--- src/hdl/adc_pkg.sv ---
// Shared sizes, sample types and stage structs for the ADC decimating capture path
`default_nettype none

package adc_pkg;

    // ----------------------------------------
    // Sizes
    // ----------------------------------------
    localparam int NUM_CH     = 4;    // ADC channels
    localparam int LANES      = 4;    // Samples per channel word
    localparam int SAMPLE_W   = 16;   // Bits per sample
    localparam int FACTOR_W   = 9;    // Decimation factor width
    localparam int MIN_FACTOR = 4;    // Keeps at most one sample per word

    // ----------------------------------------
    // Sample and word types
    // ----------------------------------------
    typedef logic [SAMPLE_W-1:0]        sample_t;
    typedef logic [$clog2(LANES)-1:0]   lane_t;
    typedef logic [FACTOR_W-1:0]        factor_t;

    // Lane 0 is the oldest sample, in the low bits
    typedef sample_t [LANES-1:0]        adc_word_t;
    typedef adc_word_t [NUM_CH-1:0]     adc_bus_t;

    // Channel c, slot j holds kept sample j of that channel
    typedef sample_t [NUM_CH-1:0][LANES-1:0] frame_t;

    // ----------------------------------------
    // Stage structs
    // ----------------------------------------
    typedef struct packed {
        logic  run;     // Capture run active
        logic  hit;     // Word holds a kept sample
        lane_t lane;    // Lane of the kept sample
    } phase_t;

    typedef struct packed {
        logic                    run;      // Capture run active
        logic                    vld;      // Kept sample this cycle
        sample_t [NUM_CH-1:0]    samples;  // One per channel
    } pick_t;

endpackage

`default_nettype wire

--- src/hdl/adc_decimator.sv ---
// Top of the decimating capture front end, chains phase tracking, lane pick and frame packing
`timescale 1ns/1ns
`default_nettype none

module adc_decimator (
    input  logic              CpSl_Clk_i,
    input  logic              rst_n_i,
    input  logic              trig_i,          // Capture run level
    input  adc_pkg::factor_t  dec_factor_i,    // Latched at run start
    input  adc_pkg::adc_bus_t adc_data_i,      // Four channel words
    output adc_pkg::frame_t   frame_o,
    output logic              frame_vld_o      // 3 cycles after the completing word
);
    import adc_pkg::*;

    phase_t phase;    // Valid one cycle after its word
    pick_t  pick;     // Valid two cycles after its word

    phase_tracker u_phase_tracker (
        .CpSl_Clk_i   (CpSl_Clk_i),
        .rst_n_i      (rst_n_i),
        .trig_i       (trig_i),
        .dec_factor_i (dec_factor_i),
        .phase_o      (phase)
    );

    lane_selector u_lane_selector (
        .CpSl_Clk_i (CpSl_Clk_i),
        .rst_n_i    (rst_n_i),
        .adc_data_i (adc_data_i),
        .phase_i    (phase),
        .pick_o     (pick)
    );

    frame_packer u_frame_packer (
        .CpSl_Clk_i  (CpSl_Clk_i),
        .rst_n_i     (rst_n_i),
        .pick_i      (pick),
        .frame_o     (frame_o),
        .frame_vld_o (frame_vld_o)
    );

endmodule

`default_nettype wire

--- src/hdl/frame_packer.sv ---
// Collects four kept samples per channel into one frame and strobes it out
`timescale 1ns/1ns
`default_nettype none

module frame_packer (
    input  logic            CpSl_Clk_i,
    input  logic            rst_n_i,
    input  adc_pkg::pick_t  pick_i,
    output adc_pkg::frame_t frame_o,        // Stable while frame_vld_o is high
    output logic            frame_vld_o     // One cycle per complete frame
);
    import adc_pkg::*;

    lane_t slot_q;    // Next slot to fill, 0 to 3
    logic  last_slot;

    assign last_slot = (slot_q == lane_t'(LANES - 1));

    // ----------------------------------------
    // Slot fill and frame strobe
    // ----------------------------------------
    // A partial frame left at the end of a run is dropped by
    // clearing the slot count while run is low
    always_ff @(posedge CpSl_Clk_i or negedge rst_n_i) begin
        if (!rst_n_i) begin
            slot_q      <= '0;
            frame_o     <= '0;
            frame_vld_o <= 1'b0;
        end else begin
            frame_vld_o <= 1'b0;

            if (!pick_i.run) begin
                slot_q <= '0;
            end else if (pick_i.vld) begin
                for (int c = 0; c < NUM_CH; c++) begin
                    frame_o[c][slot_q] <= pick_i.samples[c];
                end
                slot_q      <= slot_q + 1'b1;    // Wraps to 0 after slot 3
                frame_vld_o <= last_slot;
            end
        end
    end

    // ----------------------------------------
    // Checks
    // ----------------------------------------
    a_vld_single : assert property (
        @(posedge CpSl_Clk_i) disable iff (!rst_n_i)
        frame_vld_o |=> !frame_vld_o
    );

endmodule

`default_nettype wire

--- src/hdl/lane_selector.sv ---
// Delays the channel words to line up with the phase and picks the kept sample per channel
`timescale 1ns/1ns
`default_nettype none

module lane_selector (
    input  logic              CpSl_Clk_i,
    input  logic              rst_n_i,
    input  adc_pkg::adc_bus_t adc_data_i,    // Valid every cycle
    input  adc_pkg::phase_t   phase_i,       // One cycle behind adc_data_i
    output adc_pkg::pick_t    pick_o
);
    import adc_pkg::*;

    adc_bus_t             data_q;    // Word aligned with phase_i
    sample_t [NUM_CH-1:0] sel;

    // ----------------------------------------
    // Input word delay
    // ----------------------------------------
    always_ff @(posedge CpSl_Clk_i or negedge rst_n_i) begin
        if (!rst_n_i) begin
            data_q <= '0;
        end else begin
            data_q <= adc_data_i;
        end
    end

    // Same lane on every channel, channels stay in lockstep
    always_comb begin
        for (int c = 0; c < NUM_CH; c++) begin
            sel[c] = data_q[c][phase_i.lane];
        end
    end

    // ----------------------------------------
    // Pick register
    // ----------------------------------------
    always_ff @(posedge CpSl_Clk_i or negedge rst_n_i) begin
        if (!rst_n_i) begin
            pick_o <= '0;
        end else begin
            pick_o.run <= phase_i.run;
            pick_o.vld <= phase_i.hit;
            if (phase_i.hit) begin
                pick_o.samples <= sel;    // Hold last pick otherwise
            end
        end
    end

    a_vld_in_run : assert property (
        @(posedge CpSl_Clk_i) disable iff (!rst_n_i)
        $rose(pick_o.vld) |-> pick_o.run
    );

endmodule

`default_nettype wire

--- src/hdl/phase_tracker.sv ---
// Latches the decimation factor per run and marks the lane of each kept sample
`timescale 1ns/1ns
`default_nettype none

module phase_tracker (
    input  logic             CpSl_Clk_i,
    input  logic             rst_n_i,
    input  logic             trig_i,          // Capture run level
    input  adc_pkg::factor_t dec_factor_i,    // Read on first cycle of a run
    output adc_pkg::phase_t  phase_o
);
    import adc_pkg::*;

    factor_t             fac_q;      // Factor latched for this run
    logic [FACTOR_W-1:0] cnt_q;      // Offset of next kept sample from lane 0
    factor_t             cur_fac;
    logic [FACTOR_W-1:0] cur_cnt;
    logic [FACTOR_W-1:0] nxt_cnt;
    logic                run_start;
    logic                cur_hit;

    // ----------------------------------------
    // Phase for the current word
    // ----------------------------------------
    // On the first run cycle the count restarts at 0 and the new
    // factor is used straight from the port
    always_comb begin
        run_start = trig_i && !phase_o.run;
        cur_fac   = run_start ? dec_factor_i : fac_q;
        cur_cnt   = run_start ? '0 : cnt_q;
        cur_hit   = (cur_cnt < FACTOR_W'(LANES));

        if (cur_hit) begin
            // Next kept sample is one factor later, seen from the next word
            nxt_cnt = cur_cnt + cur_fac - FACTOR_W'(LANES);
        end else begin
            nxt_cnt = cur_cnt - FACTOR_W'(LANES);
        end
    end

    // ----------------------------------------
    // Registers
    // ----------------------------------------
    always_ff @(posedge CpSl_Clk_i or negedge rst_n_i) begin
        if (!rst_n_i) begin
            fac_q   <= '0;
            cnt_q   <= '0;
            phase_o <= '0;
        end else begin
            phase_o.run  <= trig_i;
            phase_o.hit  <= trig_i && cur_hit;
            phase_o.lane <= lane_t'(cur_cnt);    // Only meaningful with hit

            if (run_start) begin
                fac_q <= dec_factor_i;
            end

            cnt_q <= nxt_cnt;    // Restarted at 0 by run_start
        end
    end

    // Factor below 4 would allow two kept samples in one word
    a_factor_legal : assert property (
        @(posedge CpSl_Clk_i) disable iff (!rst_n_i)
        phase_o.run |-> (fac_q >= FACTOR_W'(MIN_FACTOR))
    );

    a_hit_in_run : assert property (
        @(posedge CpSl_Clk_i) disable iff (!rst_n_i)
        !phase_o.run |-> !phase_o.hit
    );

endmodule

`default_nettype wire

--- config.mk ---
export PLATFORM = sky130hd
export DESIGN_NAME = adc_decimator
export DESIGN_NICKNAME = d
export VERILOG_FILES = /design/src/hdl/adc_pkg.sv /design/src/hdl/adc_decimator.sv /design/src/hdl/frame_packer.sv /design/src/hdl/lane_selector.sv /design/src/hdl/phase_tracker.sv
export SDC_FILE = /design/constraint.sdc
export NUM_CORES = 1
export LEC_CHECK = 0
export ABC_AREA = 1
export BUFFER_PORTS_ARGS = -buffer_cell sky130_fd_sc_hd__buf_2
export CELL_PAD_IN_SITES_DETAIL_PLACEMENT = 1
export CELL_PAD_IN_SITES_GLOBAL_PLACEMENT = 1
export CORE_MARGIN = 2
export CORE_UTILIZATION = 44
export CTS_CLUSTER_DIAMETER = 200
export DETAILED_ROUTE_END_ITERATION = 10
export PLACE_DENSITY_LB_ADDON = 0.1
export SYNTH_ARGS = -nofsm -noshare
export SYNTH_HDL_FRONTEND = slang
export SYNTH_SLANG_ARGS = --single-unit
--- constraint.sdc ---
create_clock -name CpSl_Clk_i -period 5.1 [get_ports CpSl_Clk_i]
set_input_delay 0.51 -clock CpSl_Clk_i [delete_from_list [all_inputs] [get_ports CpSl_Clk_i]]
set_output_delay 0.51 -clock CpSl_Clk_i [all_outputs]
set_load 0.05 [all_outputs]
======== Word level (Yosys, flattened, before mapping) ========
Cells that the tools add are included.
word-level totals
  register bits ........................... 603
  latch bits .............................. 0
  bits in writable memories ............... 0
  ROM bits ................................ 0
  bits of input ports ..................... 268
  output and inout port bits .............. 257
  logic and storage cells ................. 81
  memories kept ........................... 0
operators by class
  add/sub/neg operators ................... 4
  multipliers ............................. 0
  divide/modulo/power cells ............... 0
  magnitude comparators ................... 4
  equal/unequal tests ..................... 2
  shift-type cells ........................ 0
  mux-type cells .......................... 21
  bitwise logic cells ..................... 0
  reduce and logical (&&, ||, !) cells .... 5
operators with widths
  cell                                                                          number
  64-bit bitwise mux                                                            4
  16-bit binary-select mux with 2-bit select                                    4
  16-bit 2-to-1 mux                                                             5
  16-bit demux with 2-bit select                                                1
  9-bit 2-to-1 mux                                                              3
  9-bit by 3-bit subtractor with 9-bit output, second input constant            2
  9-bit adder                                                                   1
  9-bit by 3-bit less-than comparator with 1-bit output, second input constant  1
  2-bit by 3-bit less-than comparator with 1-bit output, second input constant  2
  2-bit 2-to-1 mux                                                              2
  1-bit logical AND                                                             3
  2-bit by 1-bit adder with 2-bit output, second input constant                 1
  2-bit == test, second input constant                                          1
  2-bit by 1-bit >= comparator with 1-bit output, second input constant         1
  1-bit 2-to-1 mux                                                              2
  2-bit inequality test, second input constant                                  1
  2-bit AND reduction                                                           1
  1-bit zero test                                                               1

======== Depth between registers and ports, before layout ========
Gate-level depths: netlist of the first run.
  depth after elaboration ................. 6
  mapped depth ............................ 18
  depth with buffers taken out ............ 16

======== Cells and area by module ========
From an unflattened synthesis of the first run, not the netlist that was laid out.
unflattened totals
  cell total of the unflattened synthesis .. 2628
  area, all modules ....................... 24195.7 um^2
by module, submodules not included
  module         instances  cells each  area each (um^2)  seq. area each (um^2)
  lane_selector  1          1275        11872.6           8057.7
  frame_packer   1          1159        10785.3           6481.2
  phase_tracker  1          194         1537.7            550.5

======== Least setup slack after synthesis of the first run ========
OpenSTA, ideal clock, no wires.
  path type ............................... in2reg
  start point ............................. input trig_i
  end point ............................... register u_phase_tracker.cnt_q[7]
  setup time .............................. 0.124 ns
  arrival ................................. 2.492 ns
  data required time ...................... 4.976 ns
  setup slack ............................. 2.484 ns
  stages .................................. 14
  path buffers ............................ 2
  cell sequence ........................... nand2_2 > buf_4 > buf_2 > nand2_1 > o21ai_0 > inv_1 > ha_1 > fa_1 > o21ai_0 > nand2_1 > nand2_1 > nand2_1 > nand3_1 > nand3_1
on the way
  longest elaborated chain between the ends .. 5
  elaborated cells on any way between the ends .. 8
  those cells by class .................... 3 x add/sub; 1 x order compare; 3 x mux; 1 x reduce/logical
ends and longest elaborated chain
  element                                      RTL line             source
  from (decl)                                  adc_decimator.sv:8   input logic trig_i,
  1-bit logical AND                            phase_tracker.sv:28  run_start = trig_i && !phase_o.run;
  9-bit 2-to-1 mux                             phase_tracker.sv:29  cur_fac = run_start ? dec_factor_i : fac_q;
  net u_phase_tracker.cur_fac[2]               phase_tracker.sv:16  factor_t cur_fac;
  9-bit adder                                  phase_tracker.sv:35  nxt_cnt = cur_cnt + cur_fac - FACTOR_W'(LANES);
  9-bit by 3-bit subtractor with 9-bit output  phase_tracker.sv:35
  9-bit 2-to-1 mux                             phase_tracker.sv:33  if (cur_hit) begin
  net u_phase_tracker.nxt_cnt[7]               phase_tracker.sv:18  logic [FACTOR_W-1:0] nxt_cnt;
  to (signal assigned)                         phase_tracker.sv:58  cnt_q <= nxt_cnt;
  to (decl)                                    phase_tracker.sv:15  logic [FACTOR_W-1:0] cnt_q;
The timed path passes the listed nets, and every way through them passes these cells.
A chain may end at the register's enable or synchronous reset.

======== Worst setup path in the final report of the first run ========
  start point ............................. register u_phase_tracker.phase_o[3] (netlist name)
  end point ............................... register u_phase_tracker.cnt_q[8]
on the way
  longest elaborated chain between the ends .. 6
  elaborated cells on any way between the ends .. 9
  those cells by class .................... 3 x add/sub; 1 x order compare; 3 x mux; 2 x reduce/logical
ends and longest elaborated chain
  element                                      RTL line                                  source
  from (decl)                                  phase_tracker.sv:10                       output adc_pkg::phase_t phase_o
  1-bit zero test (*)                          phase_tracker.sv:28
  1-bit logical AND (*)                        phase_tracker.sv:28
  9-bit 2-to-1 mux (on tied branches)          phase_tracker.sv:30, phase_tracker.sv:29
  9-bit adder                                  phase_tracker.sv:35
  9-bit by 3-bit subtractor with 9-bit output  phase_tracker.sv:35
  9-bit 2-to-1 mux (*)                         phase_tracker.sv:33
  net u_phase_tracker.nxt_cnt[8]               phase_tracker.sv:18
The timed path passes the listed nets; every way through them passes the cells marked *.

==> results of run 1 <==
## worst max-delay path by stage
stage	start	end	slack [ns]	depth (start not counted)
final	u_phase_tracker.phase_o[3]	u_phase_tracker.cnt_q[8]	2.18	15
after global routing	u_phase_tracker.phase_o[3]	u_phase_tracker.cnt_q[6]	1.93	14
after CTS	u_phase_tracker.phase_o[3]	u_phase_tracker.cnt_q[8]	2.17	15
after detailed placement	trig_i	u_phase_tracker.cnt_q[7]	1.94	15
after global placement	trig_i	u_phase_tracker.cnt_q[8]	2.03	15
after floorplan	trig_i	u_phase_tracker.cnt_q[7]	2.48	14
## what timing repair did
item	in CTS	in global routing
hold buffers	252	0
setup buffers	0	0
hold endpoints to repair	252	0
## layout by cell type (no fill, tap or decap), drive strengths merged
cell type,netlist,final
nand3,22,22
nand2,381,381
a21oi,2,2
or2,6,6
nor2,199,199
ha,20,20
diode,0,23
nand3b,1,1
clkinv,0,9
bufinv,0,2
dlygate4sd3,0,252
o32ai,64,64
xnor2,4,4
fa,1,1
clkbuf,64,91
dfrtp,603,603
buf,50,538
o21bai,1,1
clkinvlp,0,2
inv,110,112
o21ai,400,400
nand4,2,2
xor2,2,2
a22oi,1,1
## state kept, by name, summed over array words and instances, names as in the netlist
register                    count
u_frame_packer.frame_vld_o      1
u_phase_tracker.fac_q           9
u_frame_packer.frame_o        256
u_frame_packer.slot_q           2
u_phase_tracker.cnt_q           9
u_lane_selector.pick_o         66
u_lane_selector.data_q        256
u_phase_tracker.phase_o         4
## synthesized netlist by cell type
master / instances
inv_4: 1
xor2_1: 2
o21ai_0: 336
o32ai_1: 64
ha_1: 20
buf_2: 24
dfrtp_1: 603
fa_1: 1
buf_4: 4
nand3_4: 1
nand4_1: 2
nand2_2: 2
o21ai_1: 64
nor2_2: 1
buf_6: 10
xnor2_1: 4
o21bai_1: 1
a21oi_1: 2
a22oi_1: 1
inv_1: 105
nor2_1: 198
nand3_1: 21
buf_1: 12
clkbuf_1: 64
or2_2: 6
nand3b_1: 1
nand2_1: 379
inv_2: 4
## cell type report
type                            count  area [µm²]  share of cell area
Sequential cell                   603       15100               0.521
Timing Repair Buffer              790        5320               0.184
Multi-Input combinational cell   1106        5310               0.183
Clock buffer                       91        1880              0.0648
Tap cell                          615         769              0.0265
Inverter                          110         418              0.0144
Clock inverter                     15         138             0.00475
Antenna cell                       23        57.6             0.00199
## logic make-up (layout without fill, tap and decap cells)
kind of cell | after synthesis | after routing
other | 0 | 23
buffers and inverters | 224 | 1006
AND/OR/NAND/NOR | 611 | 611
adder cells (fa/ha/maj) | 21 | 21
AO/OA/AOI/OAI | 468 | 468
flip-flops | 603 | 603
XOR/XNOR | 6 | 6
## through the flow
| step | setup slack [ns] | total power [mW] | area [µm²] | hold slack [ns] | std cells |
|---|---|---|---|---|---|
| detailed placement | 1.94 | 9.62 | 24400 | 0.370 | 2972 |
| global placement | 2.03 | 9.49 | 24400 | 0.359 | 2972 |
| floorplan | 2.48 | 8.40 | 21300 | 0.214 | 1933 |
| CTS | 2.17 | 14.3 | 28900 | 0.00592 | 3330 |
| finish | 2.18 | 14.4 | 29000 | 0.0400 | 3353 |
| global route | 1.93 | 15.0 | 29000 | 0.0187 | 3349 |
## layer usage
metal	vias up	part of all wire
met1	8787	0.38
met5	-	0.00045
li1	7814	-
met4	6	0.059
met2	576	0.50
met3	237	0.058
## critical path, cell delays in order (launching register included)
cell     delay [ns]
dfrtp_1        0.34
inv_1          0.07
nand2_2        0.40
inv_2          0.16
or2_2          0.30
o21ai_1        0.12
ha_1           0.27
inv_1          0.06
ha_1           0.27
or2_2          0.33
nand3_1        0.12
inv_1          0.05
nor2_1         0.09
nand3_1        0.09
nand3_1        0.07
nand2_1        0.05
## report_power, final
part           switching [mW]  leakage [nW]  internal (mW)
logic                    2.87          5.78           1.06
clock network            1.92          1.00           2.62
registers               0.433          7.65           5.45
==> impl_metrics.env, run 1 <==
export IMPL_grt_busiest_layer="met2"
export IMPL_worstHoldPathCells=1
export IMPL_reg2reg_to="u_phase_tracker.cnt_q[8]"
export IMPL_synth_compound_area_frac=0.121
export IMPL_critPathArrivalTime_ns=3.43
export IMPL_synth_top_cell_by_area="dfrtp_1"
export IMPL_antenna_found_initial=22
export IMPL_seq_area_frac_synth=0.707
export IMPL_num_io_pins=525
export IMPL_gp_congestion=0.816
export IMPL_layout_drive_gt1_share=0.243
export IMPL_cts_buffers=61
export IMPL_synth_avg_cell_area_um2=11.0
export IMPL_hold_violations=0
export IMPL_ys_types=28
export IMPL_grtUsageMet2=0.516
export IMPL_dr_pass1_iters=6
export IMPL_setup_viol=0
export IMPL_maxCapViolations=0
export IMPL_clkSlewWorstSetupHoldPaths_ns=0.07
export IMPL_hold_start="adc_data_i[227]"
export IMPL_synthSimpleGateAreaFrac=0.111
export IMPL_use_met3=0.0649
export IMPL_critical_path_required_ns=5.61
export IMPL_syn_inst=1933
export IMPL_grt_pass1_wl_mm=115
export IMPL_worst_setup_path_start_kind="flip-flop"
export IMPL_setup_tns_ns=0
export IMPL_max_vdd_ir_drop_mv=0.321
export IMPL_synth_area_leaders="dfrtp_1, o21ai_0, nand2_1, nor2_1, o32ai_1"
export IMPL_cts_repair_resized=0
export IMPL_yosysTopAreaCellShare=0.707
export IMPL_grt_max_degree=137
export IMPL_p_leak_nw=14.4
export IMPL_wl_mm=75.6
export IMPL_clock_latency_ns=0.63
export IMPL_fp_coreArea_mm2=0.0477
export IMPL_hold_path_end="u_lane_selector.data_q[227]"
export IMPL_htreeDepth=2
export IMPL_via_count=17400
export IMPL_synthesis_nets=2222
export IMPL_cts_root_buf="clkbuf_16"
export IMPL_yosys_warnings=0
export IMPL_syn_area_mm2=0.0213
export IMPL_areaGrowthSynthToFinish_pct=35.9
export IMPL_die_x_um=224
export IMPL_synth_seq_cells=603
export IMPL_worst_r2r_setup_slack_ns=2.18
export IMPL_layout_nets=2961
export IMPL_final_util=0.607
export IMPL_cts_tree="yes"
export IMPL_routedWlPerCell_um=22.6
export IMPL_synth_top_family_by_area="compound AO/OA/AOI/OAI gates"
export IMPL_end_kind="flip-flop"
export IMPL_hold_class="in -> reg"
export IMPL_fillers=5168
export IMPL_rows=80
export IMPL_grt_setup_unrepaired="no"
export IMPL_fin_crit_sh=0.573
export IMPL_fmax_ghz=0.342
export IMPL_relSlewSlack=0.316
export IMPL_rr_worst_depth=15
export IMPL_tightest_slew_ns=1.03
export IMPL_power_density_mw_per_mm2=495
export IMPL_status="complete, no violations"
export IMPL_critPathMaxFanout=25
export IMPL_portBuffers=524
export IMPL_route_antenna_remaining_nets=0
export IMPL_period_minus_slack_ns=2.92
export IMPL_route_detailed_drc=0
export IMPL_die_y_um=224
export IMPL_dp_hpwl_mm=45.2
export IMPL_critPathKind="reg -> reg"
export IMPL_synth_fa_ha_area_frac=0.0127
export IMPL_grt_overflow_total=0
export IMPL_first_global_vias=19300
export IMPL_r2r_start="u_phase_tracker.phase_o[3]"
export IMPL_die_area_mm2=0.0502
export IMPL_start_util=0.447
export IMPL_met1_usage=0.359
export IMPL_slew_viol_final=0
export IMPL_cts_sinks=603
export IMPL_track_usage=0.302
export IMPL_drt_initial_drc_count=922
export IMPL_finClkSkew_ns=0.0153
export IMPL_cts_buffer_depth=3
export IMPL_synth_xor_area_frac=0.00246
export IMPL_synthMuxAreaShare=0
export IMPL_viasPerCell=5.20
(Power assumes the default switching activity.)
==> inputs of run 2 (changes only) <==
- ABC_AREA: 1 -> 0
- clock period: 5.1 -> 2.9 ns (I/O delays scaled with it)
==> impl_metrics.env, run 2 <==
export IMPL_critical_path_required_ns=3.37
export IMPL_tightest_slew_ns=0.660
export IMPL_synth_seq_cells=603
export IMPL_grt_pass1_wl_mm=103
export IMPL_fmax_ghz=0.353
export IMPL_synthTopCellsByCount="dfrtp_1, mux2_2, mux4_2"
export IMPL_route_antenna_remaining_nets=0
export IMPL_drt_initial_drc_count=615
export IMPL_areaGrowthSynthToFinish_pct=41.0
export IMPL_cts_buffer_depth=3
export IMPL_most_common_layout_cells="dfrtp_1, buf_2, mux2_2"
export IMPL_critPathArrivalTime_ns=3.31
export IMPL_synthSimpleGateAreaFrac=0.0119
export IMPL_synthesis_nets=1462
export IMPL_critPathTopFamily="simple AND/OR/NAND/NOR gates"
export IMPL_synth_edf_count=0
export IMPL_p_leak_nw=15.2
export IMPL_async_flop_share=1.00
export IMPL_via_count=13800
export IMPL_die_y_um=224
export IMPL_relSlewSlack=0.560
export IMPL_synth_avg_cell_area_um2=18.2
export IMPL_yosysTopAreaCellShare=0.706
export IMPL_hold_violations=0
export IMPL_finClkSkew_ns=0.0199
export IMPL_portBuffers=524
export IMPL_rows=80
export IMPL_routedWlPerCell_um=25.7
export IMPL_status="complete, no violations"
export IMPL_antenna_found_initial=12
export IMPL_synth_compound_area_frac=0.00708
export IMPL_holdWs_ns=0.278
export IMPL_die_area_mm2=0.0503
export IMPL_hold_class="in -> async"
export IMPL_period_minus_slack_ns=2.83
export IMPL_synth_area_leaders="dfrtp_1, mux2_2, mux4_2, ha_1, buf_2"
export IMPL_wl_mm=69.4
export IMPL_dr_pass1_iters=4
export IMPL_route_detailed_drc=0
export IMPL_cp_cell_sequence="dlygate4sd3_1, buf_2, nor2b_2, nand2_1, nand2_1, ha_1, ha_1, inv_1, fa_1, nand2b_1, a21oi_2, o21a_1, or3_1, a32o_1"
export IMPL_critPathKind="in -> reg"
export IMPL_max_stage_delay_ns=0.53
export IMPL_worst_setup_path_start_kind="input pin"
export IMPL_fillers=4415
export IMPL_gp_congestion=0.797
export IMPL_cp_slowest_cell="dlygate4sd3_1"
export IMPL_synth_top_family_by_area="multiplexers"
export IMPL_synth_top_cell_by_area="dfrtp_1"
export IMPL_setup_tns_ns=0
export IMPL_layout_nets=2318
export IMPL_clkSlewWorstSetupHoldPaths_ns=0.06
export IMPL_place_inst=2308
export IMPL_cts_tree="yes"
export IMPL_clock_latency_ns=0.60
export IMPL_start_util=0.447
export IMPL_htreeDepth=3
export IMPL_ys_types=38
export IMPL_power_density_mw_per_mm2=881
export IMPL_crit_buf_inv=3
export IMPL_cts_buffers=67
export IMPL_grt_overflow_total=0
export IMPL_cts_sinks=603
export IMPL_synth_xor_area_frac=0.00328
export IMPL_final_util=0.630
export IMPL_final_instance_count_excl_fill=2699
export IMPL_num_io_pins=525
export IMPL_fp_coreArea_mm2=0.0478
export IMPL_r2r_start="u_phase_tracker.phase_o[3]"
export IMPL_track_usage=0.280
export IMPL_yosys_warnings=0
export IMPL_slew_viol_final=0
export IMPL_syn_inst=1173
export IMPL_max_vdd_ir_drop_mv=0.633
export IMPL_setup_viol=0
export IMPL_synthFlopType="dfrtp_1"
export IMPL_maxCapViolations=0
export IMPL_critPathLaunch="trig_i"
export IMPL_synthMuxAreaShare=0.241
export IMPL_grt_max_degree=72
export IMPL_syn_area_mm2=0.0214
export IMPL_layout_commonest_cell="dfrtp_1"
export IMPL_cts_setup_buffers=0
export IMPL_cts_root_buf="clkbuf_16"
export IMPL_reg_largest_list="u_frame_packer.frame_o: 256 flops, u_lane_selector.data_q: 256 flops, u_lane_selector.pick_o: 66 flops"
export IMPL_synth_most_common_cell="dfrtp_1"
export IMPL_layout_drive_gt1_share=0.519
export IMPL_viasPerCell=5.11
export IMPL_fin_crit_sh=0.977
export IMPL_first_global_vias=16000
export IMPL_dp_hpwl_mm=42.0
export IMPL_die_x_um=224
export IMPL_synth_fa_ha_area_frac=0.0126
export IMPL_end_kind="flip-flop"
export IMPL_critPathMaxFanout=4
export IMPL_seq_area_frac_synth=0.706
run 2: cell count changes after synthesis, sizes merged, moves of 8 or more:
cell	previous run	this run
o21ai	400	3
nand2	381	21
mux2	0	323
nor2	199	4
inv	110	23
mux4	0	64
o32ai	64	0
clkbuf	64	9
nand3	22	7
buf	50	42
mux2i	0	8
run 2: report_power, final:
group	internal [mW]	switching [mW]	total, mW
logic	2.67	3.98	6.65
clock network	5.45	3.45	8.90
registers	9.69	1.30	11.0
run 2: layout make-up:
cell class / instances / area (µm²) / area share
sequential: 603 / 15100 / 0.501
clock buffer: 103 / 2110 / 0.0700
timing repair buffer: 838 / 5870 / 0.195
inverter: 23 / 86.3 / 0.00287
multi-input combinational: 496 / 5970 / 0.198
clock inverter: 14 / 204 / 0.00677
tap: 615 / 769 / 0.0255
antenna: 7 / 17.5 / 0.000581
run 2: repair_timing:
item | CTS | global route
setup endpoints to repair | 0 | 1
hold endpoints to repair | 330 | 0
hold buffers | 267 | 0
resized for setup | 0 | 5
run 2: cell families after synthesis:
| logic type | Yosys count |
|---|---|
| adder cells (fa/ha/maj) | 21 |
| buffers and inverters | 74 |
| XOR/XNOR | 8 |
| AND/OR/NAND/NOR | 51 |
| flip-flops | 603 |
| AO/OA/AOI/OAI | 21 |
| multiplexers | 395 |
run 2: worst paths after layout:
path	cells after the start	end	slack (ns)
max in group asynchronous	3	u_frame_packer.frame_o[25]	1.47
hold / removal	2	u_lane_selector.data_q[13]	0.28
hold reg to reg	1	u_frame_packer.frame_o[203]	0.50
min in group CpSl_Clk_i	2	u_lane_selector.data_q[32]	0.34
setup reg to reg	11	u_phase_tracker.cnt_q[7]	0.07
setup / recovery	14	u_phase_tracker.cnt_q[7]	0.07
run 2: metrics by stage:
stage          cell area [µm²]  total power [mW]  worst slack (ns)
6_report                 30100              26.5            0.0671
5_1_grt                  30100              27.6           -0.0614
4_1_cts                  30100              26.6            0.0886
3_5_place_dp             25100              17.4            0.0933
3_3_place_gp             25100              17.2             0.146
2_1_floorplan            21400              15.1             0.194
run 2: metal layers:
metal | global-route usage | vias to the layer above | part of all wire
met3 | 0.0741 | 157 | 0.058
li1 | - | 5891 | -
met4 | 0.123 | 6 | 0.046
met5 | 0 | - | 0.00050
met2 | 0.488 | 470 | 0.52
met1 | 0.326 | 7262 | 0.38
==> inputs of run 3 (changes only) <==
- CORE_MARGIN: 2 -> default
- clock period: 2.9 -> 2.85 ns (I/O delays scaled with it)
==> impl_metrics.env, run 3 (synthesized netlist as in run 2, its figures left out) <==
export IMPL_status="complete, no violations"
export IMPL_place_ws_ns=0.0491
export IMPL_end_kind="flip-flop"
export IMPL_setup_viol=0
export IMPL_fin_ws_ns=0.140
export IMPL_first_global_vias=15900
export IMPL_die_area_mm2=0.0495
export IMPL_hold_class="in -> async"
export IMPL_layout_drive_gt1_share=0.517
export IMPL_critPathMaxFanout=8
export IMPL_clkSlewWorstSetupHoldPaths_ns=0.06
export IMPL_maxCapViolations=0
export IMPL_htreeDepth=3
export IMPL_grt_max_degree=98
export IMPL_dr_pass1_iters=6
export IMPL_track_usage=0.284
export IMPL_critPathTopFamily="compound AO/OA/AOI/OAI gates"
export IMPL_layout_nets=2299
export IMPL_cts_sinks=603
export IMPL_die_x_um=222
export IMPL_cp_cell_sequence="nand2b_4, buf_4, mux2i_2, ha_1, inv_1, ha_1, o21ai_1, a21oi_2, o21a_1, or3_1, a32o_1"
export IMPL_portBuffers=524
export IMPL_antenna_found_initial=10
export IMPL_crit_buf_inv=2
export IMPL_cts_setup_buffers=0
export IMPL_grt_setup_unrepaired="no"
export IMPL_route_antenna_remaining_nets=0
export IMPL_die_y_um=222
export IMPL_route_detailed_drc=0
export IMPL_critPathKind="reg -> reg"
export IMPL_most_common_layout_cells="dfrtp_1, buf_2, mux2_2"
export IMPL_start_util=0.447
export IMPL_layout_commonest_cell="dfrtp_1"
export IMPL_grt_overflow_total=0
export IMPL_relSlewSlack=0.590
export IMPL_grt_pass1_wl_mm=103
export IMPL_max_stage_delay_ns=0.42
export IMPL_wl_mm=68.4
export IMPL_drt_initial_drc_count=747
export IMPL_finClkSkew_ns=0.0358
export IMPL_cts_buffer_depth=3
export IMPL_cts_root_buf="clkbuf_16"
export IMPL_routedWlPerCell_um=25.5
export IMPL_wl_met1_mm=25.8
export IMPL_worst_setup_path_start_kind="flip-flop"
export IMPL_fp_coreArea_mm2=0.0478
export IMPL_fmax_ghz=0.369
export IMPL_power_density_mw_per_mm2=890
export IMPL_via_count=13700
export IMPL_holdWs_ns=0.225
export IMPL_critical_path_required_ns=3.33
export IMPL_rows=80
export IMPL_cpMostUsedCell="ha_1"
export IMPL_wl_met3_mm=3.89
export IMPL_hold_violations=0
export IMPL_cts_buffers=66
export IMPL_cts_tree="yes"
export IMPL_reg_largest_list="u_frame_packer.frame_o: 256 flops, u_lane_selector.data_q: 256 flops, u_lane_selector.pick_o: 66 flops"
export IMPL_dp_hpwl_mm=41.1
export IMPL_areaGrowthSynthToFinish_pct=39.8
export IMPL_clock_latency_ns=0.61
export IMPL_critPathArrivalTime_ns=3.19
export IMPL_viasPerCell=5.11
export IMPL_wl_met2_mm=35.4
export IMPL_fin_crit_sh=0.951
export IMPL_period_minus_slack_ns=2.71
export IMPL_setup_tns_ns=0
export IMPL_tightest_slew_ns=0.614
export IMPL_num_io_pins=525
export IMPL_gp_congestion=0.782
export IMPL_max_vdd_ir_drop_mv=0.585
export IMPL_cp_slowest_cell="dfrtp_1"
export IMPL_highest_layer="met5"
export IMPL_p_leak_nw=15.0
export IMPL_slew_viol_final=0
run 3: changes by cell type in the layout (fill, tap and decap cells not counted), sizes merged:
cell / delta
buf: -18
clkbuf: +2
bufinv: -4
clkinvlp: -1
diode: +2
run 3: final timing paths:
check | depth (start not counted) | slack (ns) | endpoint | from
worst max-delay path | 11 | 0.14 | u_phase_tracker.cnt_q[7] | u_phase_tracker.phase_o[3]
worst min-delay path | 2 | 0.22 | u_lane_selector.data_q[62] | rst_n_i
worst max register to register | 11 | 0.14 | u_phase_tracker.cnt_q[7] | u_phase_tracker.phase_o[3]
worst min register to register | 0 | 0.47 | u_lane_selector.pick_o[65] | u_phase_tracker.phase_o[3]
max in group asynchronous | 3 | 1.69 | u_frame_packer.frame_o[188] | rst_n_i
min in group CpSl_Clk_i | 2 | 0.33 | u_lane_selector.data_q[154] | adc_data_i[154]
run 3: final cells by class:
class,count,area (µm²)
diodes,9,22.5
flip-flops and latches,603,15100
fillers,4419,18000
repair buffers,820,5690
clock buffers,105,2140
well taps,615,769
multi-input cells,496,5980
clock inverters,9,73.8
inverters,23,86.3
run 3: routing by layer:
metal,GRT usage,up-vias
met3,0.0733,168
met2,0.493,463
met4,0.133,4
li1,-,5845
met1,0.330,7213
met5,0,-
run 3: power breakdown:
group | switching (mW) | leakage, nW | internal (mW) | total (mW)
logic | 4.16 | 6.34 | 2.68 | 6.84
clock network | 3.47 | 1.11 | 5.23 | 8.70
registers | 1.18 | 7.57 | 9.87 | 11.0
total | 8.81 | 15.0 | 17.8 | 26.6
run 3: timing repair:
action / 4_1_cts / 5_1_grt
endpoints found under the hold margin: 314 / 0
hold buffers: 267 / 0
resized for setup: 0 / 8
endpoints found under the setup margin: 0 / 3
run 3: worst register-to-register path: cells and delay by family (launching register included):
kind / cells / cell delay (ns)
AND/OR/NAND/NOR: 2 / 0.49
flip-flops: 1 / 0.42
AO/OA/AOI/OAI: 4 / 0.65
buffers and inverters: 2 / 0.26
multiplexers: 1 / 0.28
adder cells (fa/ha/maj): 2 / 0.51
run 3: metrics by stage:
stage               total power [mW]   util  std cells  instance area, µm²
floorplan                       15.4      -       1173               21400
global placement                17.4  0.521       2290               24900
detailed placement              17.6  0.521       2290               24900
CTS                             26.6  0.623       2671               29800
global route                    27.6  0.624       2679               29900
finish                          26.6  0.624       2680               29900
